===== src/hw/apple1_cfg.svh =====
// Apple-1 bus configuration
// memory map, CPU clock divider, reset stretch and audio DAC size
`ifndef APPLE1_CFG_SVH
`define APPLE1_CFG_SVH

// bus widths
`define A1_ADDR_W        16
`define A1_DATA_W        8

`define A1_CPU_DIV       8     // sys_clock cycles per CPU cycle
`define A1_RESET_CYCLES  16    // CPU reset stretch after last trigger
`define A1_DAC_BITS      16    // sigma-delta accumulator

// low system RAM, 16K
`define A1_RAM_LO_BASE   16'h0000
`define A1_RAM_LO_TOP    16'h3FFF
// expansion RAM, stands in for the SDRAM window, 32K
`define A1_EXP_BASE      16'h4000
`define A1_EXP_TOP       16'hBFFF
// cassette interface, tape page then ROM page
`define A1_ACI_BASE      16'hC000
`define A1_ACI_TOP       16'hC1FF
`define A1_ACI_ROM_BASE  16'hC100
// BASIC RAM, 4K
`define A1_BASIC_BASE    16'hE000
`define A1_BASIC_TOP     16'hEFFF
// monitor ROM, last page up to 0xFFFF
`define A1_MON_BASE      16'hFF00

`endif


===== src/hw/apple1_pkg.sv =====
// Apple-1 bus types
// request structs for CPU, download port and arbitrated bus
`include "apple1_cfg.svh"

package apple1_pkg;

	typedef logic [`A1_ADDR_W-1:0] addr_t;
	typedef logic [`A1_DATA_W-1:0] data_t;

	typedef logic [$clog2(`A1_CPU_DIV)-1:0]        div_cnt_t;  // CPU cycle phase
	typedef logic [$clog2(`A1_RESET_CYCLES+1)-1:0] rst_cnt_t;  // reset stretch

	// audio monitor source
	typedef enum logic {
		MON_TAPE_OUT = 1'b0,
		MON_TAPE_IN  = 1'b1
	} mon_src_t;

	// CPU side, held for a whole CPU cycle
	typedef struct packed {
		addr_t addr;
		data_t wdata;
		logic  we;     // write level
	} cpu_bus_t;

	// download port, wr is a single sys_clock pulse
	typedef struct packed {
		addr_t addr;
		data_t data;
		logic  wr;
	} dl_bus_t;

	typedef struct packed {
		addr_t addr;
		data_t wdata;
		logic  we;     // write strobe
		logic  acc;    // CPU cycle access strobe
		logic  dl;     // request came from download
	} mem_req_t;

endpackage


===== src/hw/aci.sv =====
// Apple Cassette Interface
// loadable ROM page, tape bit on reads of the low page, tape out toggle
`timescale 1ns/100ps
`include "apple1_cfg.svh"

module aci
	import apple1_pkg::*;
(
	input  logic     sys_clock,
	input  logic     arst_n_i,
	input  mem_req_t mem_req_i,
	input  logic     aci_cs_i,     // 0xC000 to 0xC1FF
	input  logic     tape_in_i,    // synchronized tape level
	output data_t    rdata_o,
	output logic     tape_out_o
);

	localparam int ROM_DEPTH = `A1_ACI_TOP - `A1_ACI_ROM_BASE + 1;  // 256
	localparam int ROM_AW    = $clog2(ROM_DEPTH);

	logic  rom_half;    // upper page of the window
	logic  rom_we;
	logic  sub_q;       // last read hit the tape page
	logic  tape_q;
	logic  tape_out_q;
	data_t rom_rd;

	assign rom_half = (mem_req_i.addr >= `A1_ACI_ROM_BASE);
	assign rom_we   = aci_cs_i & rom_half & mem_req_i.we & mem_req_i.dl;  // CPU writes dropped

	// both pages read the same ROM offset
	sync_ram #(.DEPTH(ROM_DEPTH)) rom_aci (
		.sys_clock (sys_clock),
		.addr_i    (mem_req_i.addr[ROM_AW-1:0]),
		.we_i      (rom_we),
		.wdata_i   (mem_req_i.wdata),
		.rdata_o   (rom_rd)
	);

	always_ff @(posedge sys_clock or negedge arst_n_i) begin
		if (!arst_n_i) begin
			sub_q      <= 1'b0;
			tape_q     <= 1'b0;
			tape_out_q <= 1'b0;
		end else begin
			sub_q  <= aci_cs_i & ~rom_half;
			tape_q <= tape_in_i;  // sampled with the ROM read
			// any CPU access in the window flips the tape output
			if (aci_cs_i && mem_req_i.acc) begin
				tape_out_q <= ~tape_out_q;
			end
		end
	end

	// bit 0 carries the tape level on the low page
	assign rdata_o    = {rom_rd[`A1_DATA_W-1:1], sub_q ? tape_q : rom_rd[0]};
	assign tape_out_o = tape_out_q;

endmodule


===== src/hw/sync_ram.sv =====
// synchronous single port byte RAM
// write on the clock edge, registered read of the old contents
`timescale 1ns/100ps
`include "apple1_cfg.svh"

module sync_ram #(
	parameter int DEPTH = 256   // power of two
) (
	input  logic                     sys_clock,
	input  logic [$clog2(DEPTH)-1:0] addr_i,
	input  logic                     we_i,
	input  logic [`A1_DATA_W-1:0]    wdata_i,
	output logic [`A1_DATA_W-1:0]    rdata_o
);

	logic [`A1_DATA_W-1:0] mem [DEPTH];  // contents undefined until loaded

	always_ff @(posedge sys_clock) begin
		if (we_i) begin
			mem[addr_i] <= wdata_i;
		end
		rdata_o <= mem[addr_i];  // read before write
	end

endmodule


===== config.mk =====
export PLATFORM = sky130hd
export DESIGN_NAME = aci
export DESIGN_NICKNAME = d
export VERILOG_FILES = /design/src/hw/apple1_pkg.sv /design/src/hw/aci.sv /design/src/hw/sync_ram.sv
export VERILOG_INCLUDE_DIRS = /design/src /design/src/hw
export SDC_FILE = /design/constraint.sdc
export NUM_CORES = 2
export LEC_CHECK = 0
export ABC_AREA = 0
export BUFFER_PORTS_ARGS = -buffer_cell sky130_fd_sc_hd__buf_2
export CAP_MARGIN = 0
export CORE_MARGIN = 1
export CORE_UTILIZATION = 55
export CTS_BUF_LIST = sky130_fd_sc_hd__clkbuf_8
export DETAILED_ROUTE_END_ITERATION = 8
export GPL_ROUTABILITY_DRIVEN = 0
export PLACE_DENSITY = 0.79
export SYNTH_ARGS = -nofsm -noshare
export SYNTH_HDL_FRONTEND = slang
export SYNTH_SLANG_ARGS = --single-unit

===== constraint.sdc =====
create_clock -name sys_clock -period 3.29 [get_ports sys_clock]
set_input_delay 0.4935 -clock sys_clock [delete_from_list [all_inputs] [get_ports sys_clock]]
set_output_delay 0.4935 -clock sys_clock [all_outputs]
set_load 0.02 [all_outputs]

==> run summary <==
Status -> complete, no violations
Clock share of power -> 38.3%
Post-CTS sizing -> 0
Most used DFF post-synth -> edfxtp_1
Slew Limit Fails -> 0
Fin nets -> 4223
Port bufs -> 39
WHS -> 0.0602 ns
Crit path time final -> 2.82 ns
Register area share after synthesis -> 78.6%
WP data required -> 4.18 ns
CTS Buf Count -> 328
Initial Util -> 55.5%
Layout cells sized above 1 -> 33.0%
Drc violations -> 0
Clk root buf -> clkbuf_8
Clock sinks -> 2059
VDD IR max -> 0.000519 V
Die Wd -> 380 um
Post-Syn Area -> 0.0785 mm2
Crit start category -> flop
WL/cell -> 29.6 um
P_int -> 39.9 mW
Drt total wl -> 187 mm
Syn_area_per_cell -> 22.2 um2
Worst setup path class -> reg2reg
Leakage -> 29.0 nW
Period utilisation layout -> 85.8%
YS warnings -> 0
Clock skew -> 0.0512 ns
Die Area -> 0.144 mm2
Worst-margin pin slew -> 1.26 ns
I/O Pins -> 40
MaxCap Viol Count -> 0
#FFs+latches synth -> 2059
Hold WC Path Type -> in2reg
Relative slew margins -> 14.8%
Antenna Nets Post-Route -> 0
Core box area -> 0.142 mm2
Filler cells -> 8884
CTS Buffer Depth -> 4
Post-route cell area -> 0.0904 mm2
Vias per cell -> 6.44
Worst Path Arrival -> 3.71 ns
Critical-path maximum fanout -> 1
Gate power share -> 4.9%
Chip Height -> 380 um
CTS tree -> yes
Post-DP HPWL -> 116 mm
Fmax -> 354 MHz
Overflow left after global routing -> 0
Overall routing resource usage -> 26.1%
Switching share of power -> 21.7%
Ys async rst share -> 0.146%
Syn_nets -> 3575
Via count -> 40700
Clk Latency, worst-skew pair -> 1.04 ns
Area Overhead vs Synth -> 15.2%
Final Hold Fails -> 0
H-tree Lvls -> 5
Finish-stage setup viols -> 0
First DRT Iteration DRCs -> 5846
Vias in the first global route -> 41100
Power per Cell Area -> 563 mW/mm2
Total Power -> 50.9 mW
Sw power -> 11.1 mW
Post-synth EDFFs -> 2048
Setup crit end kind -> flop
First-pass GRT wire length -> 274 mm
First-pass iteration count of the detailed router -> 6
Clk slew on worst S/H paths -> 0.07 ns
DP Area -> 0.0846 mm2
Sequential share of power -> 56.7%
Largest net degree at the start of global routing -> 115
Initial antenna violation count -> 7
Unrepaired setup endpoints after global routing -> false
Row Count -> 138
Distinct cells, synth -> 27
Setup Slack @ Placement -> -0.424 ns
Gate Count Post-Synth -> 3544
Setup slack after layout -> 0.468 ns
[final cells by class]
class	count	area [um2]	share of cell area, %
Timing Repair Buffer	549	4810	5.32
Multi-Input combinational cell	1254	15800	17.4
Antenna cell	6	15.0	0.0166
Clock inverter	218	1090	1.21
Tap cell	1890	2360	2.62
Clock buffer	337	4640	5.13
Sequential cell	2059	61700	68.3
[per-layer routing]
layer	track usage [%]	part of all wire [%]	vias to the layer above
li1	-	-	16400
met1	36.2	36	21000
met2	40.4	48	2859
met3	6.02	11	480
met4	11.0	3.8	6
met5	0	0.11	-
[registers in the layout (all words and copies together) (netlist names)]
name and flops:
rom_aci.mem 2048, rom_aci.rdata_o 8, sub_q 1, tape_out_o 1
tape_q 1
[cells in the final DEF (no fill, tap or decap), types with 2 or more instances in the layout]
cell type	instances
edfxtp_1	2048
nand4_1	8
a21oi_1	129
clkinv_1	84
nand2_2	5
nor2b_1	6
clkinv_2	33
clkbuf_8	345
nor2b_4	2
dlygate4sd3_1	7
o41ai_1	29
a22oi_1	256
clkinvlp_4	2
buf_4	449
inv_1	88
o41ai_2	3
bufinv_16	8
buf_2	29
diode_2	6
inv_6	2
mux4_2	512
nand2_1	26
nand3_2	4
dfrtp_1	3
nand2b_2	2
dfxtp_1	8
and2_1	2
nor2_1	259
buf_12	54
buf_8	2
[path summary, 6_finish.rpt]
check	startpoint	to	depth (start not counted)	slack (ns)
worst min-delay path	mem_req_i[3]	rom_aci.mem[70][0]	1	0.06
min in group asynchronous	arst_n_i	sub_q	3	0.36
max in group asynchronous	arst_n_i	tape_out_o	3	2.79
worst max-delay path	rom_aci.mem[219][3]	rom_aci.rdata_o[3]	6	0.47
worst max register to register	rom_aci.mem[219][3]	rom_aci.rdata_o[3]	6	0.47
worst min register to register	tape_out_o	tape_out_o	1	0.48
[cell usage after synthesis (2+ instances only)]
| master | instances | area, um2 |
|---|---|---|
| buf_4 | 17 | 128 |
| a21oi_1 | 129 | 646 |
| o41ai_1 | 32 | 280 |
| clkbuf_1 | 151 | 567 |
| dfxtp_1 | 8 | 160 |
| nand2_1 | 31 | 116 |
| buf_6 | 16 | 180 |
| mux4_2 | 512 | 11500 |
| nor2b_1 | 8 | 50.1 |
| and2_1 | 3 | 18.8 |
| nand4_1 | 8 | 50.1 |
| buf_1 | 14 | 52.6 |
| nand3_1 | 5 | 25.0 |
| edfxtp_1 | 2048 | 61500 |
| nand2b_1 | 2 | 12.5 |
| nor2_1 | 260 | 976 |
| dfrtp_1 | 3 | 75.1 |
| a22oi_1 | 256 | 1920 |
| buf_2 | 33 | 165 |
[power groups by stage]
| stage | combinational [mW] | sequential [mW] | clock, mW |
|---|---|---|---|
| CTS | 2.51 | 28.9 | 19.8 |
| detailed placement | 2.50 | 29.5 | 0 |
| global route | 2.63 | 28.9 | 20.9 |
| floorplan | 1.27 | 29.4 | 0 |
| finish | 2.51 | 28.9 | 19.5 |
| global placement | 2.43 | 29.5 | 0 |
[cells by family after synthesis]
family | share of synthesized area, %
flip-flops | 78.6
multiplexers | 14.7
AO/OA/AOI/OAI | 3.65
AND/OR/NAND/NOR | 1.63
buffers and inverters | 1.39
XOR/XNOR | 0.0112
[critical path: stages, from the launching register on]
cell and delay (ns):
edfxtp_1 0.37, mux4_2 0.48, a22oi_1 0.37, a21oi_1 0.22
o41ai_1 0.95, buf_4 0.26, nand4_1 0.08
[per-stage QoR]
stage	instances	utilization [%]	TNS [ns]
floorplan	3544	-	0
global placement	5744	59.7	-2.33
detailed placement	5745	59.8	-1.44
CTS	6307	63.9	0
global route	6308	63.9	0
finish	6313	63.9	0
[timing repair]
item / 4_1_cts / 5_1_grt
hold endpoints to repair: 6 / 0
buffers inserted: 0 / 0
hold buffers: 7 / 0
Power figures use the tool's default switching activity.
