### src/hw/apple1_cfg.svh
// Apple-1 bus configuration
// memory map, CPU clock divider, reset stretch and audio DAC size
`ifndef APPLE1_CFG_SVH
`define APPLE1_CFG_SVH

// bus widths
`define A1_ADDR_W        16
`define A1_DATA_W        8

`define A1_CPU_DIV       8     // sys_clock cycles per CPU cycle
`define A1_RESET_CYCLES  16    // CPU reset stretch after last trigger
`define A1_DAC_BITS      16    // sigma-delta accumulator

// low system RAM, 16K
`define A1_RAM_LO_BASE   16'h0000
`define A1_RAM_LO_TOP    16'h3FFF
// expansion RAM, stands in for the SDRAM window, 32K
`define A1_EXP_BASE      16'h4000
`define A1_EXP_TOP       16'hBFFF
// cassette interface, tape page then ROM page
`define A1_ACI_BASE      16'hC000
`define A1_ACI_TOP       16'hC1FF
`define A1_ACI_ROM_BASE  16'hC100
// BASIC RAM, 4K
`define A1_BASIC_BASE    16'hE000
`define A1_BASIC_TOP     16'hEFFF
// monitor ROM, last page up to 0xFFFF
`define A1_MON_BASE      16'hFF00

`endif

### src/hw/apple1_pkg.sv
// Apple-1 bus types
// request structs for CPU, download port and arbitrated bus
`include "apple1_cfg.svh"

package apple1_pkg;

	typedef logic [`A1_ADDR_W-1:0] addr_t;
	typedef logic [`A1_DATA_W-1:0] data_t;

	typedef logic [$clog2(`A1_CPU_DIV)-1:0]        div_cnt_t;  // CPU cycle phase
	typedef logic [$clog2(`A1_RESET_CYCLES+1)-1:0] rst_cnt_t;  // reset stretch

	// audio monitor source
	typedef enum logic {
		MON_TAPE_OUT = 1'b0,
		MON_TAPE_IN  = 1'b1
	} mon_src_t;

	// CPU side, held for a whole CPU cycle
	typedef struct packed {
		addr_t addr;
		data_t wdata;
		logic  we;     // write level
	} cpu_bus_t;

	// download port, wr is a single sys_clock pulse
	typedef struct packed {
		addr_t addr;
		data_t data;
		logic  wr;
	} dl_bus_t;

	typedef struct packed {
		addr_t addr;
		data_t wdata;
		logic  we;     // write strobe
		logic  acc;    // CPU cycle access strobe
		logic  dl;     // request came from download
	} mem_req_t;

endpackage

### src/hw/bus_arbiter.sv
// system bus arbiter
// download port takes the bus from the CPU, drives the activity LED
`timescale 1ns/100ps

module bus_arbiter
	import apple1_pkg::*;
(
	input  logic     sys_clock,
	input  logic     arst_n_i,
	input  cpu_bus_t cpu_bus_i,
	input  logic     cpu_clken_i,    // one pulse per CPU cycle
	input  dl_bus_t  dl_bus_i,
	input  logic     downloading_i,
	output mem_req_t mem_req_o,
	output logic     led_o           // active low
);

	addr_t addr_q;
	data_t wdata_q;
	logic  we_q;
	logic  acc_q;
	logic  dl_q;
	logic  dl_win;   // download write owns this cycle

	assign dl_win = downloading_i & dl_bus_i.wr;

	// address and data, no reset needed
	always_ff @(posedge sys_clock) begin
		if (dl_win) begin
			addr_q  <= dl_bus_i.addr;
			wdata_q <= dl_bus_i.data;
		end else begin
			addr_q  <= cpu_bus_i.addr;   // CPU address forwarded every cycle
			wdata_q <= cpu_bus_i.wdata;
		end
	end

	always_ff @(posedge sys_clock or negedge arst_n_i) begin
		if (!arst_n_i) begin
			we_q  <= 1'b0;
			acc_q <= 1'b0;
			dl_q  <= 1'b0;
		end else if (dl_win) begin
			we_q  <= 1'b1;
			acc_q <= 1'b0;  // not a CPU cycle
			dl_q  <= 1'b1;
		end else begin
			we_q  <= cpu_bus_i.we & cpu_clken_i & ~downloading_i;  // one strobe per cycle
			acc_q <= cpu_clken_i & ~downloading_i;
			dl_q  <= 1'b0;
		end
	end

	assign mem_req_o = '{addr: addr_q, wdata: wdata_q, we: we_q, acc: acc_q, dl: dl_q};

	assign led_o = ~(we_q & dl_q);  // lit for each registered download write

	// CPU writes stay off the bus for the whole download
	a_no_cpu_write_in_dl: assert property (@(posedge sys_clock) disable iff (!arst_n_i)
		downloading_i |=> !(mem_req_o.we && !mem_req_o.dl));

endmodule

### config.mk
export PLATFORM = sky130hd
export DESIGN_NAME = bus_arbiter
export DESIGN_NICKNAME = d
export VERILOG_FILES = /design/src/hw/apple1_pkg.sv /design/src/hw/bus_arbiter.sv
export VERILOG_INCLUDE_DIRS = /design/src /design/src/hw
export SDC_FILE = /design/constraint.sdc
export NUM_CORES = 1
export LEC_CHECK = 0
export BUFFER_PORTS_ARGS = -buffer_cell sky130_fd_sc_hd__buf_2
export CAP_MARGIN = 25
export CORE_MARGIN = 5
export CORE_UTILIZATION = 40
export CTS_CLUSTER_DIAMETER = 150
export DETAILED_ROUTE_END_ITERATION = 16
export MAX_ROUTING_LAYER = met4
export PLACE_DENSITY = 0.87
export RECOVER_POWER = 25
export SKIP_LAST_GASP = 1
export SLEW_MARGIN = 5
export SYNTH_ARGS = -nofsm -noshare
export SYNTH_HDL_FRONTEND = slang
export SYNTH_SLANG_ARGS = --single-unit
### constraint.sdc
create_clock -name sys_clock -period 1.25 [get_ports sys_clock]
set_clock_uncertainty 0.05 [all_clocks]
set_input_delay 0 -clock sys_clock [delete_from_list [all_inputs] [get_ports sys_clock]]
set_output_delay 0 -clock sys_clock [all_outputs]
set_load 0.05 [all_outputs]
==> results of run 1 <==
-- power by group through the flow --
stage | Clock [µW] | Sequential, µW | Combinational (µW)
after floorplan | 0 | 1190 | 154
after global placement | 0 | 961 | 515
after detailed placement | 0 | 964 | 525
after CTS | 371 | 945 | 653
after global routing | 416 | 954 | 668
final | 365 | 948 | 636
-- state kept, by name (all words and copies together), names as in the netlist --
name     flops
wdata_q      8
addr_q      16
acc_q        1
we_q         1
dl_q         1
-- worst max-delay path: cells and delay by family --
family,cells,cell delay [ns]
buf+inv,3,1.19
compound gates,1,0.18
-- layout make-up --
cell class | instances | area share [%]
inverter | 1 | 0.199
timing repair buffer | 134 | 49.6
multi-input combinational | 28 | 17.3
sequential | 27 | 29.5
clock buffer | 4 | 1.39
tap | 30 | 1.99
-- routing by layer --
layer  vias to the layer above  GRT usage, %  wire length (µm)
met5                         -             -                 0
met4                         0          11.0               125
met3                        14          6.32               356
met2                        61          40.7              1910
met1                       453          19.3              1170
li1                        470             -                 -
-- layout by cell type (no fill, tap or decap), types with 2 or more instances in the layout --
cell,netlist,final
buf_2,0,80
dlygate4sd3_1,0,53
dfxtp_1,24,24
mux2_1,0,11
mux2_4,19,8
mux2_2,5,5
dfrtp_1,3,3
clkbuf_4,0,3
clkbuf_1,0,2
-- cell families after synthesis --
logic type | after synthesis | share of synthesized area, %
and+or+nand+nor | 3 | 2.30
DFF | 27 | 56.8
AOI/OAI and AO/OA | 1 | 0.896
buffers and inverters | 6 | 4.99
muxes | 24 | 35.0
-- cells in the mapped netlist (all sizes together) --
library cell / number
a22o: 1
buf: 5
inv: 1
nand2: 2
mux2: 24
dfxtp: 24
dfrtp: 3
and2b: 1
-- per-stage QoR --
| step | power, µW | instance area, µm² | hold WS [ns] | util, % | worst slack (ns) |
|---|---|---|---|---|---|
| finish | 1950 | 1880 | 0.293 | 78.2 | 0.0278 |
| global route | 2040 | 1880 | 0.357 | 78.2 | 0.0355 |
| CTS | 1970 | 1930 | 0.140 | 80.2 | 0.0478 |
| detailed placement | 1490 | 1380 | -0.253 | 57.1 | 0.217 |
| global placement | 1480 | 1380 | -0.255 | 57.1 | 0.255 |
| floorplan | 1340 | 977 | -0.346 | - | 0.502 |
-- final timing paths --
kind / from / cells after the start / slack (ns) / to
setup / recovery: cpu_bus_i[0] / 4 / 0.03 / we_q
hold / removal: dl_bus_i[0] / 3 / 0.29 / dl_q
max in group asynchronous: arst_n_i / 3 / 0.53 / acc_q
min in group asynchronous: arst_n_i / 3 / 0.49 / we_q
-- repair_timing --
item / in CTS / in global routing
setup buffers: 0 / 0
endpoints found under the hold margin: 29 / 0
hold buffers: 53 / 0
resized for setup: 0 / 0
==> summary.md, run 1 <==
| Metric | Value |
|---|---|
| Max_cap viols | 0 |
| Antenna violations before repair | 0 |
| Storage element area | 556 µm² |
| Average wire per standard cell | 15.9 µm |
| Clock share of power | about a fifth |
| Synth Area per Inst | between 15 and 20 µm² |
| Final setup TNS | 0 ns |
| Post-Syn Area | 977 µm² |
| Outcome | complete, no violations |
| Most area-consuming cells after synthesis | dfxtp_1 49%, mux2_4 29%, dfrtp_1 7.7% |
| Num CTS Buffers | 3 |
| Avg Vias per Cell | 4.46 |
| CP max FO | 1 |
| Placed Cells incl. Taps | 167 |
| Routability cong. | 0.683 |
| Worst Hold Class | in2reg |
| Root buffer cell | clkbuf_4 |
| Sink Count | 27 |
| Post-synth top area cell | dfxtp_1 |
| RSZ-0062 raised after global routing | false |
| Clock transition at path regs | 0.13 ns |
| First-pass GRT wire length | 5330 µm |
| Remaining DRCs | 0 |
| Share of the synthesized area in the top cell type | a little under 50% |
| Seq cells post-synth | 27 |
| Library cells used by synthesis | 11 |
| CP Launch Type | primary input |
| PortBufs | slightly above 80 |
| Worst-Margin Slew | about 0.65 ns |
| Switching pwr | 619 µW |
| Crit path cell chain | dlygate4sd3_1 -> buf_2 -> a22o_1 -> dlygate4sd3_1 |
| Clock buffer depth | 2 |
| Largest net degree at the start of global routing | 26 |
| Vias | 998 |
| CP max stage delay | 0.54 ns |
| Ant. Diodes | 0 |
| Max transition margin | 56.4% |
| Multi-input logic area | 327 µm² |
| Fin. Hold Viols | 0 |
| Post-Syn Instances | 61 |
| CTS tree | yes |
| # setup viols final | 0 |
| Vias in the first global route | approximately 1,200 |
| Final antenna-violating net count | 0 |
| Crit path time final | ~1.2 ns |
| Comb pwr share | around a third |
| Max H-tree Level | 1 |
| Nets@finish | 249 |
| Sequential Power Share | about half |
| Final wirelength | 3560 µm |
| Pwr/cell area | 1030 mW/mm² |
| Global-route total usage across every layer | 21.7% |
| Syn Nets | 115 |
| Die area | about 0.0035 mm² |
| Core Box Area | 0.00241 mm² |
| GR Overflow Total | 0 |
| Vert. Die Dim | 59.4 µm |
| CP arrival | 1.38 ns |
| CP Class | in2reg |
| Non-filler instance count after layout | 224 |
| Worst path required time | around 1.4 ns |
| CP dominant cell by count | dlygate4sd3_1 |
| Initial DRC Count | 7 |
| Fmax | 818 MHz |
| FILL cells | 155 |
| HPWL after DPL | approximately 1900 µm |
| CP max-delay cell | dlygate4sd3_1 |
| Synthesis Warnings | 0 |
| Peak supply drop | 0.000770 V |
| Int Pwr | 1330 µW |
| Layout cell share with drive strength beyond 1 | 50.0% |
| Tcrit/Tclk final | 97.8% |
| Initial Util | about two fifths |
| Num ports | slightly above 80 |
| Die span in x | 59.4 µm |
| Final Max Tran Viols | 0 |
| Register area share after synthesis | ~57% |
| Area delta synth->final | 92.8% |
| Sw Share | a little under a third |
| Number of cell rows | 18 |
| Leak pwr | 0.000953 µW |
| Crit. End Element | flop |
| Pre-antenna DRT Iters | 2 |
(Power assumes the default switching activity.)
==> run 2: changes to the inputs <==
--- a/config.mk
+++ b/config.mk
@@ -8,11 +8,9 @@
 export LEC_CHECK = 0
 export BUFFER_PORTS_ARGS = -buffer_cell sky130_fd_sc_hd__buf_2
 export CAP_MARGIN = 25
-export CORE_MARGIN = 5
 export CORE_UTILIZATION = 40
 export CTS_CLUSTER_DIAMETER = 150
 export DETAILED_ROUTE_END_ITERATION = 16
-export MAX_ROUTING_LAYER = met4
 export PLACE_DENSITY = 0.87
 export RECOVER_POWER = 25
 export SKIP_LAST_GASP = 1
==> run 2 against run 1 <==
Via count grew 1.6%. Worst hold slack gained 0.034 ns. Critical path depth is the same. Routed wire length shrank 0.28%. First-iteration DRC count grew 110%. Core utilization grew 5.3 points. Clock power is essentially flat. Design area shrank 0.13%. Largest power group unchanged. Highest routed layer unchanged.
==> summary.md, run 2 (same netlist as run 1, synthesis figures left out) <==
| Metric | Value |
|---|---|
| Nets@finish | 249 |
| Sw Share | between 30% and 40% |
| Outcome | complete, no violations |
| Peak supply drop | 0.000789 V |
| Number of cell rows | 17 |
| Commonest non-fill, non-tap cell in the layout | buf_2 |
| Sequential Power Share | 48.5% |
| RSZ-0062 raised after global routing | false |
| Fin. Hold Viols | 0 |
| Avg Vias per Cell | around 4.6 |
| CP Class | in2reg |
| Largest net degree at the start of global routing | 26 |
| Final antenna-violating net count | 0 |
| Tcrit/Tclk final | 98.8% |
| Max H-tree Level | 1 |
| Sink Count | 27 |
| PortBufs | 81 |
| Vert. Die Dim | 51.4 µm |
| Final Max Tran Viols | 0 |
| Int Pwr | 1330 µW |
| Final wirelength | 3550 µm |
| Pwr/cell area | 1040 mW/mm² |
| Die area | 0.00264 mm² |
| GR Overflow Total | 0 |
| Ant. Diodes | 0 |
| CTS tree | yes |
| Global-route total usage across every layer | between 20 and 30% |
| Clock share of power | 18.5% |
| Remaining DRCs | 0 |
| Worst Hold Class | in2reg |
| Routability cong. | 0.606 |
| Final setup TNS | 0 ns |
| Max FFs per register | 16 |
| Crit. End Element | flop |
| Clock transition at path regs | 0.13 ns |
| Setup bufs post-CTS | 0 |
| CP arrival | 1.40 ns |
| Max_cap viols | 0 |
| Vias | 1,014 |
| Top reg by flops | addr_q |
| Root buffer cell | clkbuf_4 |
| Num CTS Buffers | 3 |
| Most frequent cells in the layout | 80 x buf_2, 53 x dlygate4sd3_1, 24 x dfxtp_1, 11 x mux2_1, 8 x mux2_4 |
| Hold buffer count at cts | 53 |
| Placed Cells incl. Taps | approximately 170 |
| Regs by FF count | addr_q (16), wdata_q (8) |
| PnR Total Power | between 1500 and 2000 µW |
| Switching pwr | 626 µW |
| FILL cells | 127 |
| Worst path required time | 1.42 ns |
| Comb pwr share | 33.0% |
| Fmax | 810 MHz |
| Area delta synth->final | 92.6% |
| Worst-Margin Slew | 0.663 ns |
| Fin util | between 80% and 90% |
| Antenna violations before repair | 0 |
| Max transition margin | 55.6% |
| Crit path time final | around 1.2 ns |
| PostCTS Resize Cnt | 0 |
| Initial DRC Count | 15 |
| Initial Util | between 40% and 50% |
| Vias in the first global route | 1,129 |
| Average wire per standard cell | about 16 µm |
| CP Launch Type | primary input |
| Pre-antenna DRT Iters | 4 |
| # setup viols final | 0 |
| Leak pwr | approximately 0.00095 µW |
| HPWL after DPL | about 1500 µm |
| First-pass GRT wire length | around 5200 µm |
| Die span in x | 51.4 µm |
| Num ports | 82 |
| Clock buffer depth | 2 |
| Core Box Area | 0.00225 mm² |
| Non-filler instance count after layout | 222 |
| CP max FO | 1 |
| Layout cell share with drive strength beyond 1 | 50.0% |
==> run 2: cell counts in the layout (fill, tap and decap cells not counted) <==
No cell type changed its count.
==> run 2: critical path, stage by stage <==
cell	delay (ns)
dlygate4sd3_1	0.54
buf_2	0.12
a22o_1	0.18
dlygate4sd3_1	0.57
==> run 2: metal layers <==
layer	up-vias	global-route usage, %	share of wire [%]
li1	470	-	-
met1	460	26.1	36
met2	68	54.5	50
met3	16	9.23	9.0
met4	0	17.1	4.7
met5	-	0	0
==> run 2: final timing paths <==
path                               from   end  slack, ns  cells past startpoint
worst max-delay path       cpu_bus_i[0]  we_q       0.02                      4
worst min-delay path        dl_bus_i[0]  dl_q       0.33                      3
max in group asynchronous      arst_n_i  dl_q       0.48                      3
min in group asynchronous      arst_n_i  we_q       0.52                      3
==> run 2: power by group through the flow <==
stage               Clock, µW  Combinational, µW  Sequential (µW)
detailed placement          0                521              963
CTS                       360                649              945
global placement            0                511              961
floorplan                   0                154             1190
finish                    362                645              949
global route              413                674              954
==> run 2: final cells by class <==
cell class              instances  area, µm²  area share (%)
flip-flops and latches         27        556            29.5
repair buffers                134        935            49.7
multi-input cells              28        327            17.4
clock buffers                   4       26.3            1.40
inverters                       1       3.75           0.199
well taps                      28       35.0            1.86
==> run 2: per-stage QoR <==
stage	cell area [µm²]	hold WS, ns	setup slack, ns
after detailed placement	1370	-0.254	0.211
final	1880	0.326	0.0150
after global routing	1880	0.366	0.0257
after floorplan	977	-0.346	0.502
after CTS	1930	0.167	0.0373
after global placement	1370	-0.256	0.259
