## config.mk

```make
export PLATFORM = sky130hd
export DESIGN_NAME = clock_reset
export DESIGN_NICKNAME = d
export VERILOG_FILES = /design/src/hw/apple1_pkg.sv /design/src/hw/clock_reset.sv
export VERILOG_INCLUDE_DIRS = /design/src /design/src/hw
export SDC_FILE = /design/constraint.sdc
export NUM_CORES = 1
export LEC_CHECK = 0
export ABC_AREA = 1
export BUFFER_PORTS_ARGS = -buffer_cell sky130_fd_sc_hd__buf_4
export CAP_MARGIN = 20
export CORE_AREA = 2 2 39 41
export DETAILED_ROUTE_END_ITERATION = 6
export DIE_AREA = 0 0 41 43
export GPL_TIMING_DRIVEN = 0
export HOLD_SLACK_MARGIN = 0.06
export SLEW_MARGIN = 20
export SYNTH_ARGS = -nofsm -noshare
export SYNTH_HDL_FRONTEND = slang
export SYNTH_SLANG_ARGS = --single-unit
```

## constraint.sdc

```tcl
create_clock -name sys_clock -period 1.4 [get_ports sys_clock]
set_input_delay 0.21 -clock sys_clock [delete_from_list [all_inputs] [get_ports sys_clock]]
set_output_delay 0.21 -clock sys_clock [all_outputs]
set_load 0.02 [all_outputs]
```

## src/hw/apple1_cfg.svh

```systemverilog
// Apple-1 bus configuration
// memory map, CPU clock divider, reset stretch and audio DAC size
`ifndef APPLE1_CFG_SVH
`define APPLE1_CFG_SVH

// bus widths
`define A1_ADDR_W        16
`define A1_DATA_W        8

`define A1_CPU_DIV       8     // sys_clock cycles per CPU cycle
`define A1_RESET_CYCLES  16    // CPU reset stretch after last trigger
`define A1_DAC_BITS      16    // sigma-delta accumulator

// low system RAM, 16K
`define A1_RAM_LO_BASE   16'h0000
`define A1_RAM_LO_TOP    16'h3FFF
// expansion RAM, stands in for the SDRAM window, 32K
`define A1_EXP_BASE      16'h4000
`define A1_EXP_TOP       16'hBFFF
// cassette interface, tape page then ROM page
`define A1_ACI_BASE      16'hC000
`define A1_ACI_TOP       16'hC1FF
`define A1_ACI_ROM_BASE  16'hC100
// BASIC RAM, 4K
`define A1_BASIC_BASE    16'hE000
`define A1_BASIC_TOP     16'hEFFF
// monitor ROM, last page up to 0xFFFF
`define A1_MON_BASE      16'hFF00

`endif

```

## src/hw/apple1_pkg.sv

```systemverilog
// Apple-1 bus types
// request structs for CPU, download port and arbitrated bus
`include "apple1_cfg.svh"

package apple1_pkg;

	typedef logic [`A1_ADDR_W-1:0] addr_t;
	typedef logic [`A1_DATA_W-1:0] data_t;

	typedef logic [$clog2(`A1_CPU_DIV)-1:0]        div_cnt_t;  // CPU cycle phase
	typedef logic [$clog2(`A1_RESET_CYCLES+1)-1:0] rst_cnt_t;  // reset stretch

	// audio monitor source
	typedef enum logic {
		MON_TAPE_OUT = 1'b0,
		MON_TAPE_IN  = 1'b1
	} mon_src_t;

	// CPU side, held for a whole CPU cycle
	typedef struct packed {
		addr_t addr;
		data_t wdata;
		logic  we;     // write level
	} cpu_bus_t;

	// download port, wr is a single sys_clock pulse
	typedef struct packed {
		addr_t addr;
		data_t data;
		logic  wr;
	} dl_bus_t;

	typedef struct packed {
		addr_t addr;
		data_t wdata;
		logic  we;     // write strobe
		logic  acc;    // CPU cycle access strobe
		logic  dl;     // request came from download
	} mem_req_t;

endpackage

```

## src/hw/clock_reset.sv

```systemverilog
// CPU clock enable and reset control
// divides sys_clock into CPU cycles, stretches menu and key resets
`timescale 1ns/100ps
`include "apple1_cfg.svh"

module clock_reset
	import apple1_pkg::*;
(
	input  logic sys_clock,
	input  logic arst_n_i,
	input  logic downloading_i,  // download owns the bus
	input  logic reset_req_i,    // menu reset level
	input  logic reset_key_i,    // keyboard reset key level
	output logic cpu_clken_o,
	output logic cpu_reset_o
);

	div_cnt_t div_cnt;   // phase inside the CPU cycle
	rst_cnt_t rst_cnt;   // cycles of reset still to go
	logic     key_q;     // key level seen last cycle
	logic     key_rise;
	logic     rst_trig;
	logic     div_last;

	assign div_last = (div_cnt == div_cnt_t'(`A1_CPU_DIV - 1));

	// free running, keeps counting while the pulse is masked
	always_ff @(posedge sys_clock or negedge arst_n_i) begin
		if (!arst_n_i) begin
			div_cnt <= '0;
		end else if (div_last) begin
			div_cnt <= '0;
		end else begin
			div_cnt <= div_cnt + 1'b1;
		end
	end

	// key must be seen low before a press counts, held key fires once
	assign key_rise = reset_key_i & ~key_q;
	assign rst_trig = reset_req_i | key_rise;

	always_ff @(posedge sys_clock or negedge arst_n_i) begin
		if (!arst_n_i) begin
			key_q   <= 1'b1;
			rst_cnt <= rst_cnt_t'(`A1_RESET_CYCLES);  // CPU starts in reset
		end else begin
			key_q <= reset_key_i;
			if (rst_trig) begin
				rst_cnt <= rst_cnt_t'(`A1_RESET_CYCLES);  // restart stretch
			end else if (rst_cnt != '0) begin
				rst_cnt <= rst_cnt - 1'b1;
			end
		end
	end

	assign cpu_reset_o = (rst_cnt != '0);
	assign cpu_clken_o = div_last & ~downloading_i & ~cpu_reset_o;  // masked pulse

	// CPU never sees two cycles in a row
	a_clken_spacing: assert property (@(posedge sys_clock) disable iff (!arst_n_i)
		cpu_clken_o |=> !cpu_clken_o);

	// last cycle of the stretch still holds the CPU
	a_clken_in_reset: assert property (@(posedge sys_clock) disable iff (!arst_n_i)
		rst_trig |-> ##(`A1_RESET_CYCLES) (cpu_reset_o && !cpu_clken_o));

endmodule

```

==> reports/results.txt, run 1 <==
Arrival @ worst endpoint: 1.28 ns
First DRT Iteration DRCs: 3
Cells after DPL: 65
Via density: 4.17
layout cells sized above 1: 0.390
crit path max-delay cell type: dfrtp_1
first-pass iteration count of the detailed router: 2
Syn Std Cell Area: 433 µm²
initial antenna violation count: 0
total power: 0.000764 W
TritonCTS Buffers: 3
WL final: 710 µm
Antenna Violating Nets Remaining: 0
register area: 228 µm²
CP Data Required Time: 1.19 ns
DRC viols: 0
CP endpoint kind: primary output
final non-filler cell total: 75
top-area cell type share of the netlist area: 0.405
final period utilization: 1.07
worst hold path type: in -> async
M3 GR Usage: 0.0942
Final Hold Viols: 0
Buffers on Ports: 6
Clock Path Buffers: 2
clk_skew: 0.00798 ns
Syn Nets: 51
kind of critical path: reg -> out
Yosys Warn Count: 0
Layout Nets: 68
global routing usage on met1: 0.121
crit-path cells: inv_2, ha_4, nand3_4, nor3b_4, buf_6
io pins: 7
Reg2Reg Depth: 7
commonest cells after routing, fill and taps aside: nand2_1 (11), buf_4 (8), dfrtp_1 (7), inv_1 (5), nand3_1 (4)
routed vias: 313
sequential area share after synthesis: 0.526
worst r2r src: rst_cnt[0]
first-pass GRT wire length: 1290 µm
fill cell count: 135
status: complete, but fails checks
Die ar.: 1760 µm²
Slew Viols, Final: 0
Final WS setup: -0.0938 ns
area taken by multi-input logic gates: 200 µm²
post-layout min period: 1.49 ns
GP Congestion: 0.653
Peak supply drop: 0.671 mV
final setup vio count: 2
CTS tree: yes
Largest stage delay, worst path: 0.38 ns
cell taking the most area after synthesis: dfrtp_1
area of the core: 1380 µm²
worst-path fanout max: 3
unrepaired setup endpoints after global routing: yes
commonest non-fill, non-tap cell in the layout: nand2_1
DR WL/cell: 9.47 µm
clk_lat worst skew: 0.26 ns
worst reg2reg endpoint: rst_cnt[0]
H-tree Lvls: 1
die height: 43 µm
met2 global-route usage: 0.175
failing checks: setup timing
synth top area cells: dfrtp_1 (40%), dfstp_2 (12%), nand2_1 (9.5%), ha_1 (8.7%), inv_1 (6.1%)
clock transition at the registers of the reported paths: 0.06 ns
Seq cells post-synth: 9
Die Wd: 41 µm
DP Worst Slack: -0.0440 ns
startpoint types: flip-flop
post-route cell area: 603 µm²
Cell Rows: 14
clk sinks: 9
largest net degree at the start of global routing: 10
placed inst area: 504 µm²
post-synth cell types: 12
Worst Tran Pin Value: 0.181 ns
total congestion overflow: 0
GR peak layer: met2
final hold slack: 0.309 ns
max-cap violations: 0
Slew headroom: 0.879
fmax: 0.669 GHz
Crit path max-delay family: flip-flops
HPWL after detailed placement: 497 µm
CP bufs+invs: 2
Ant. Diodes: 0
Pleak: 0.321 nW
vias in the first global route: 330
CTS root buf: clkbuf_4
Pwr Density: 1270 nW/µm²
flop2flop setup slack: 0.28 ns
Starting Density: 0.313
Mapped Cells: 43
Total GRT Usage: 0.115
area delta synth->final: 39.3%
average size of a mapped cell: 10.1 µm²
-- flip-flops by register name, indices dropped and copies added (netlist names) --
register and cells:
rst_cnt 5, div_cnt 3, key_q 1
-- logic make-up after synthesis --
kind of cell | synth area share
and+or+nand+nor | 0.306
buffers and inverters | 0.0607
DFF | 0.526
adders and majority gates | 0.0867
xor gates and xnor gates | 0.0202
-- area by class of cell --
class / count / area share
flip-flops and latches: 9 / 0.378
multi-input cells: 27 / 0.332
repair buffers: 12 / 0.170
clock buffers: 4 / 0.0436
inverters: 7 / 0.0436
well taps: 16 / 0.0332
-- worst max path at each step --
stage | from | to | slack [ns] | depth (start not counted)
after detailed placement | rst_cnt[0] | cpu_clken_o | -0.04 | 5
after CTS | rst_cnt[0] | cpu_clken_o | -0.1 | 5
after global placement | rst_cnt[0] | cpu_clken_o | -0.03 | 5
after floorplan | rst_cnt[0] | cpu_clken_o | 0.03 | 4
final | rst_cnt[0] | cpu_clken_o | -0.09 | 5
after global routing | rst_cnt[1] | cpu_clken_o | -0.18 | 5
-- metrics by stage --
stage	setup TNS (ns)	utilization
global placement	-0.0337	0.364
finish	-0.136	0.436
floorplan	0	-
CTS	-0.146	0.436
global route	-0.289	0.436
detailed placement	-0.0440	0.364
-- cell usage after synthesis --
master     n
nand3b_1   1
nand3_1    4
xor2_1     1
nor3b_2    1
nand2_1   11
dfrtp_1    7
ha_1       3
nand3_4    1
nor2_4     2
inv_1      7
nor2_1     3
dfstp_2    2
-- power breakdown --
part	switching (W)	internal, W
clock network	0.0000844	0.000109
logic	0.000122	0.000120
registers	0.0000306	0.000299
-- routing by layer --
| metal | share of wire | vias up |
|---|---|---|
| li1 | - | 164 |
| met1 | 0.42 | 140 |
| met2 | 0.51 | 9 |
| met3 | 0.063 | 0 |
| met4 | 0 | 0 |
| met5 | 0 | - |
-- what timing repair did --
item                                    CTS  global route
hold buffers                              2             0
endpoints found under the hold margin    10             0
endpoints found under the setup margin    2             2
resized for setup                         7             0
buffers inserted                          4             0
pin swaps                                 1             0
gates cloned                              0             0
(Power assumes the default switching activity.)
==> run 2: changes to the inputs <==
RECOVER_POWER = 100   (was default)
TNS_END_PERCENT = 10   (was default)
==> run 2 against run 1 <==
The run still ends with setup timing left. Hold slack improved by 0.027 ns. Critical path depth is 1 lower. Cell count is the same. Routed wire length down 0.56%. Clock power hardly changed. Flip-flop and latch count unchanged. Worst setup slack got worse by 0.0092 ns. Sequential share of layout area grew 0.40 points. Clock-buffer cell count stayed put. Largest cell class unchanged.
==> reports/results.txt, run 2 (synthesis results as in run 1) <==
failing checks: setup timing
Largest Register: rst_cnt
Ant. Diodes: 0
Top Registers: rst_cnt: 5 flops, div_cnt: 3 flops, key_q: 1 flops
clock transition at the registers of the reported paths: 0.06 ns
Net Sw Frac: 0.310
post-layout min period: 1.50 ns
GP Congestion: 0.653
HPWL after detailed placement: 497 µm
worst hold stages: 6
CP Data Required Time: 1.19 ns
worst reg2reg endpoint: rst_cnt[0]
Comb pwr share: 0.314
Slew Viols, Final: 0
placed inst area: 504 µm²
Largest register FFs: 5
Slew headroom: 0.678
DR WL/cell: 9.41 µm
H-tree Lvls: 1
clk_skew: 0.00801 ns
die height: 43 µm
layout cells sized above 1: 0.356
worst r2r src: rst_cnt[0]
Worst Tran Pin Value: 0.483 ns
WL final: 706 µm
Antenna Violating Nets Remaining: 0
startpoint types: flip-flop
commonest non-fill, non-tap cell in the layout: nand2_1
worst hold path type: in -> reg
post-route cell area: 597 µm²
hold_sp: reset_req_i
Total GRT Usage: 0.115
area of the core: 1380 µm²
flop2flop setup slack: 0.28 ns
CTS tree: yes
Final WS setup: -0.103 ns
first-pass iteration count of the detailed router: 2
Die Wd: 41 µm
DP Worst Slack: -0.0440 ns
unrepaired setup endpoints after global routing: yes
Final Core Density: 0.431
Cell Rows: 14
Via density: 4.19
hold-critical path endpoint: rst_cnt[1]
fmax: 0.665 GHz
net switching power: 0.000237 W
worst-path fanout max: 2
clk_lat worst skew: 0.26 ns
Layout Nets: 68
cell-internal power: 0.000526 W
Final TNS setup: -0.146 ns
largest net degree at the start of global routing: 10
final period utilization: 1.07
DRC viols: 0
Buffers on Ports: 6
total power: 0.000763 W
area delta synth->final: 37.9%
routed vias: 314
total congestion overflow: 0
clock power share: 0.254
first-pass GRT wire length: 1290 µm
vias in the first global route: 330
Pleak: 0.320 nW
Final Hold Viols: 0
Reg2Reg Depth: 7
sequential power share: 0.432
TritonCTS Buffers: 3
First DRT Iteration DRCs: 3
Peak supply drop: 0.692 mV
initial antenna violation count: 0
max-cap violations: 0
status: complete, but fails checks
fill cell count: 136
Starting Density: 0.313
CP endpoint kind: primary output
kind of critical path: reg -> out
Pwr Density: 1280 nW/µm²
Die ar.: 1760 µm²
Arrival @ worst endpoint: 1.29 ns
io pins: 7
commonest cells after routing, fill and taps aside: nand2_1 (11), dfrtp_1 (7), buf_4 (6), inv_1 (5)
Clock Path Buffers: 2
clk sinks: 9
CTS root buf: clkbuf_4
final setup vio count: 2
[run 2: cell count changes in the layout (fill, tap and decap cells not counted), sizes merged]
| cell | change |
|---|---|
| buf | -2 |
| clkbuf | +2 |
[run 2: final cells by class]
cell class	instances	area [µm²]	area share
Clock buffer	4	26.3	0.0440
Inverter	7	26.3	0.0440
Multi-Input combinational cell	27	198	0.331
Sequential cell	9	228	0.382
Tap cell	16	20.0	0.0335
Timing Repair Buffer	12	98.8	0.166
[run 2: worst max-delay path by stage]
stage | startpoint | to | slack (ns) | depth (start not counted)
6_report | div_cnt[0] | cpu_clken_o | -0.10 | 4
5_1_grt | rst_cnt[1] | cpu_clken_o | -0.18 | 5
4_1_cts | rst_cnt[0] | cpu_clken_o | -0.1 | 5
3_5_place_dp | rst_cnt[0] | cpu_clken_o | -0.04 | 5
3_3_place_gp | rst_cnt[0] | cpu_clken_o | -0.03 | 5
2_1_floorplan | rst_cnt[0] | cpu_clken_o | 0.03 | 4
[run 2: routing by layer]
metal	track usage	vias up	wire length [µm]
li1	-	165	-
met1	0.121	140	299
met2	0.175	9	362
met3	0.0942	0	45
met4	0.0200	0	0
met5	0	-	0
[run 2: stage by stage]
| stage | cells | hold WS, ns |
|---|---|---|
| floorplan | 43 | -0.0856 |
| global placement | 65 | 0.0407 |
| detailed placement | 65 | 0.0385 |
| CTS | 75 | 0.300 |
| global route | 75 | 0.385 |
| finish | 75 | 0.337 |
[run 2: worst max-delay path, cell delays in order, from the launching register on]
cell and delay [ns]:
dfrtp_1 0.37, ha_1 0.20, ha_1 0.19, nor3b_4 0.15, buf_6 0.12
[run 2: what timing repair did]
item,CTS,global route
gates cloned,0,0
pin swaps,1,0
resized for setup,7,0
hold endpoints to repair,10,0
buffers inserted,4,0
endpoints found under the setup margin,2,2
hold buffers,2,0
[run 2: power groups by stage]
stage / Clock [W] / Sequential, W / Combinational, W
finish: 0.000194 / 0.000329 / 0.000240
global route: 0.000219 / 0.000334 / 0.000272
CTS: 0.000206 / 0.000329 / 0.000242
detailed placement: 0 / 0.000334 / 0.000181
global placement: 0 / 0.000334 / 0.000176
floorplan: 0 / 0.000329 / 0.000140
==> run 3: changes to the inputs <==
ABC_AREA = 0   (was 1)
SETUP_SLACK_MARGIN = 0.1   (was default)
clock period = 1.8 ns   (was 1.4 ns; I/O delays follow)
==> run 3 against run 2 <==
The run still ends with setup timing left. Die area did not move. Largest cell class unchanged. Register-to-register slack got worse by 0.22 ns. Clock power fell by 23%.
==> reports/results.txt, run 3 <==
status: complete, but fails checks
failing checks: setup timing
commonest cells after routing, fill and taps aside: dfrtp_1 (7), buf_4 (7), clkbuf_4 (4)
register area: 228 µm²
top-area cell type share of the netlist area: 0.433
Antenna Violating Nets Remaining: 0
final non-filler cell total: 68
CTS root buf: clkbuf_4
Seq cells post-synth: 9
Buffers on Ports: 6
EDFF count, synth: 0
synth top area cells: dfrtp_1 (43%), dfstp_2 (13%), ha_1 (9.3%), a21o_1 (3.7%), nand3b_1 (3.7%)
most frequent cell after synthesis: dfrtp_1
Syn Nets: 43
post-layout min period: 2.00 ns
fill cell count: 149
DR WL/cell: 10.5 µm
CP endpoint kind: primary output
Ant. Diodes: 0
post-synth cell types: 17
Pleak: 0.289 nW
CP startpoint: rst_cnt[1]
Final WS setup: -0.201 ns
Mapped Cells: 35
clock transition at the registers of the reported paths: 0.06 ns
adder-cell share of the synthesized area: 0.0929
unrepaired setup endpoints after global routing: yes
DRC viols: 0
CTS tree: yes
Final Core Density: 0.429
kind of critical path: reg -> out
hold_sp: reset_key_i
largest family of logic cells by synthesized area: simple AND/OR/NAND/NOR gates
First DRT Iteration DRCs: 1
Slew Viols, Final: 0
cell taking the most area after synthesis: dfrtp_1
max-cap violations: 0
average size of a mapped cell: 11.5 µm²
Starting Density: 0.292
HPWL after detailed placement: 508 µm
XOR/XNOR share of the synthesized area: 0.0217
die height: 43 µm
Die ar.: 1760 µm²
initial antenna violation count: 0
Largest register FFs: 5
fmax: 0.500 GHz
Slew headroom: 0.682
total congestion overflow: 0
sequential area share after synthesis: 0.563
largest net degree at the start of global routing: 10
clk sinks: 9
worst-path fanout max: 2
Worst Tran Pin Value: 0.477 ns
GP Congestion: 0.594
DP Worst Slack: -0.0842 ns
Final TNS setup: -0.346 ns
Pwr Density: 968 nW/µm²
WL final: 715 µm
Via density: 4.47
area taken by multi-input logic gates: 198 µm²
Synth Area in Simple Gates: 0.189
post-synthesis compound-gate area fraction: 0.0929
total power: 0.000575 W
Yosys Warn Count: 0
H-tree Lvls: 1
Top Registers: rst_cnt: 5 flops, div_cnt: 3 flops, key_q: 1 flops
Cell Rows: 14
clk_lat worst skew: 0.25 ns
io pins: 7
Cells after DPL: 57
Arrival @ worst endpoint: 1.73 ns
most frequent cells after synthesis: dfrtp_1 (7), nor2_1 (4), ha_1 (3), inv_1 (3)
final period utilization: 1.11
Die Wd: 41 µm
worst hold path type: in -> reg
area of the core: 1380 µm²
ys async rst share: 1.00
startpoint types: flip-flop
ys flop type: dfrtp_1
Total GRT Usage: 0.120
Clock Path Buffers: 2
Syn Std Cell Area: 404 µm²
first-pass iteration count of the detailed router: 3
layout cells sized above 1: 0.462
CP Data Required Time: 1.53 ns
area delta synth->final: 47.1%
Largest Register: rst_cnt
Layout Nets: 61
routed vias: 304
Final Hold Viols: 0
vias in the first global route: 338
final setup vio count: 2
clk_skew: 0.000160 ns
first-pass GRT wire length: 1380 µm
TritonCTS Buffers: 3
post-synthesis mux area share: 0
worst r2r src: rst_cnt[1]
Peak supply drop: 0.402 mV
==> run 3: changes by cell type after synthesis, moves of 2 or more <==
cell      previous run  this run
nand2b_1             0         2
nand2_1             11         1
a21oi_1              0         2
nand3_1              4         0
nor2_4               2         0
a21o_1               0         2
inv_1                7         3
==> run 3: cell type report <==
cell class | count | share of cell area
plain buffers | 1 | 0.0189
well taps | 16 | 0.0337
inverters | 3 | 0.0189
clock buffers | 4 | 0.0442
flip-flops and latches | 9 | 0.383
multi-input cells | 22 | 0.333
repair buffers | 13 | 0.168
==> run 3: kinds of logic after synthesis <==
kind of cell,count (synthesis)
and+or+nand+nor,13
DFF,9
AOI/OAI and AO/OA,5
buffers and inverters,4
adders and majority gates,3
xor gates and xnor gates,1
==> run 3: what timing repair did <==
action	in CTS	in global routing
resized for setup	8	0
pin swaps	3	0
hold buffers	1	0
buffers inserted	5	1
endpoints found under the hold margin	9	0
setup endpoints to repair	2	5
==> run 3: worst max-delay path, stage by stage (launching register included) <==
cell and delay, ns:
dfrtp_1 0.39, inv_2 0.07, ha_4 0.13, or4b_4 0.45, buf_6 0.14, nor3b_4 0.17, buf_6 0.14
==> run 3: routing by layer <==
metal	wire, µm	vias to the layer above	track usage
met3	13	2	0.0157
li1	-	153	-
met4	12	0	0.100
met5	0	-	0
met2	397	2	0.181
met1	292	147	0.141
==> run 3: power breakdown <==
group / switching, W / internal [W] / total (W)
Sequential: 0.0000170 / 0.000228 / 0.000245
Combinational: 0.0000758 / 0.000106 / 0.000181
Clock: 0.0000637 / 0.0000850 / 0.000149
==> run 3: path summary, 6_finish.rpt <==
kind	slack, ns	depth (start not counted)	end
min in group asynchronous	0.48	2	rst_cnt[3]
max in group asynchronous	0.97	2	key_q
worst min-delay path	0.11	1	key_q
worst max register to register	0.06	8	rst_cnt[0]
worst min register to register	0.43	1	div_cnt[0]
worst max-delay path	-0.20	6	cpu_clken_o
==> run 3: metrics by stage <==
stage               area (µm²)  hold WS [ns]
global route               594         0.117
floorplan                  424       -0.0256
CTS                        594         0.119
finish                     594         0.112
detailed placement         489        0.0986
global placement           489        0.0965
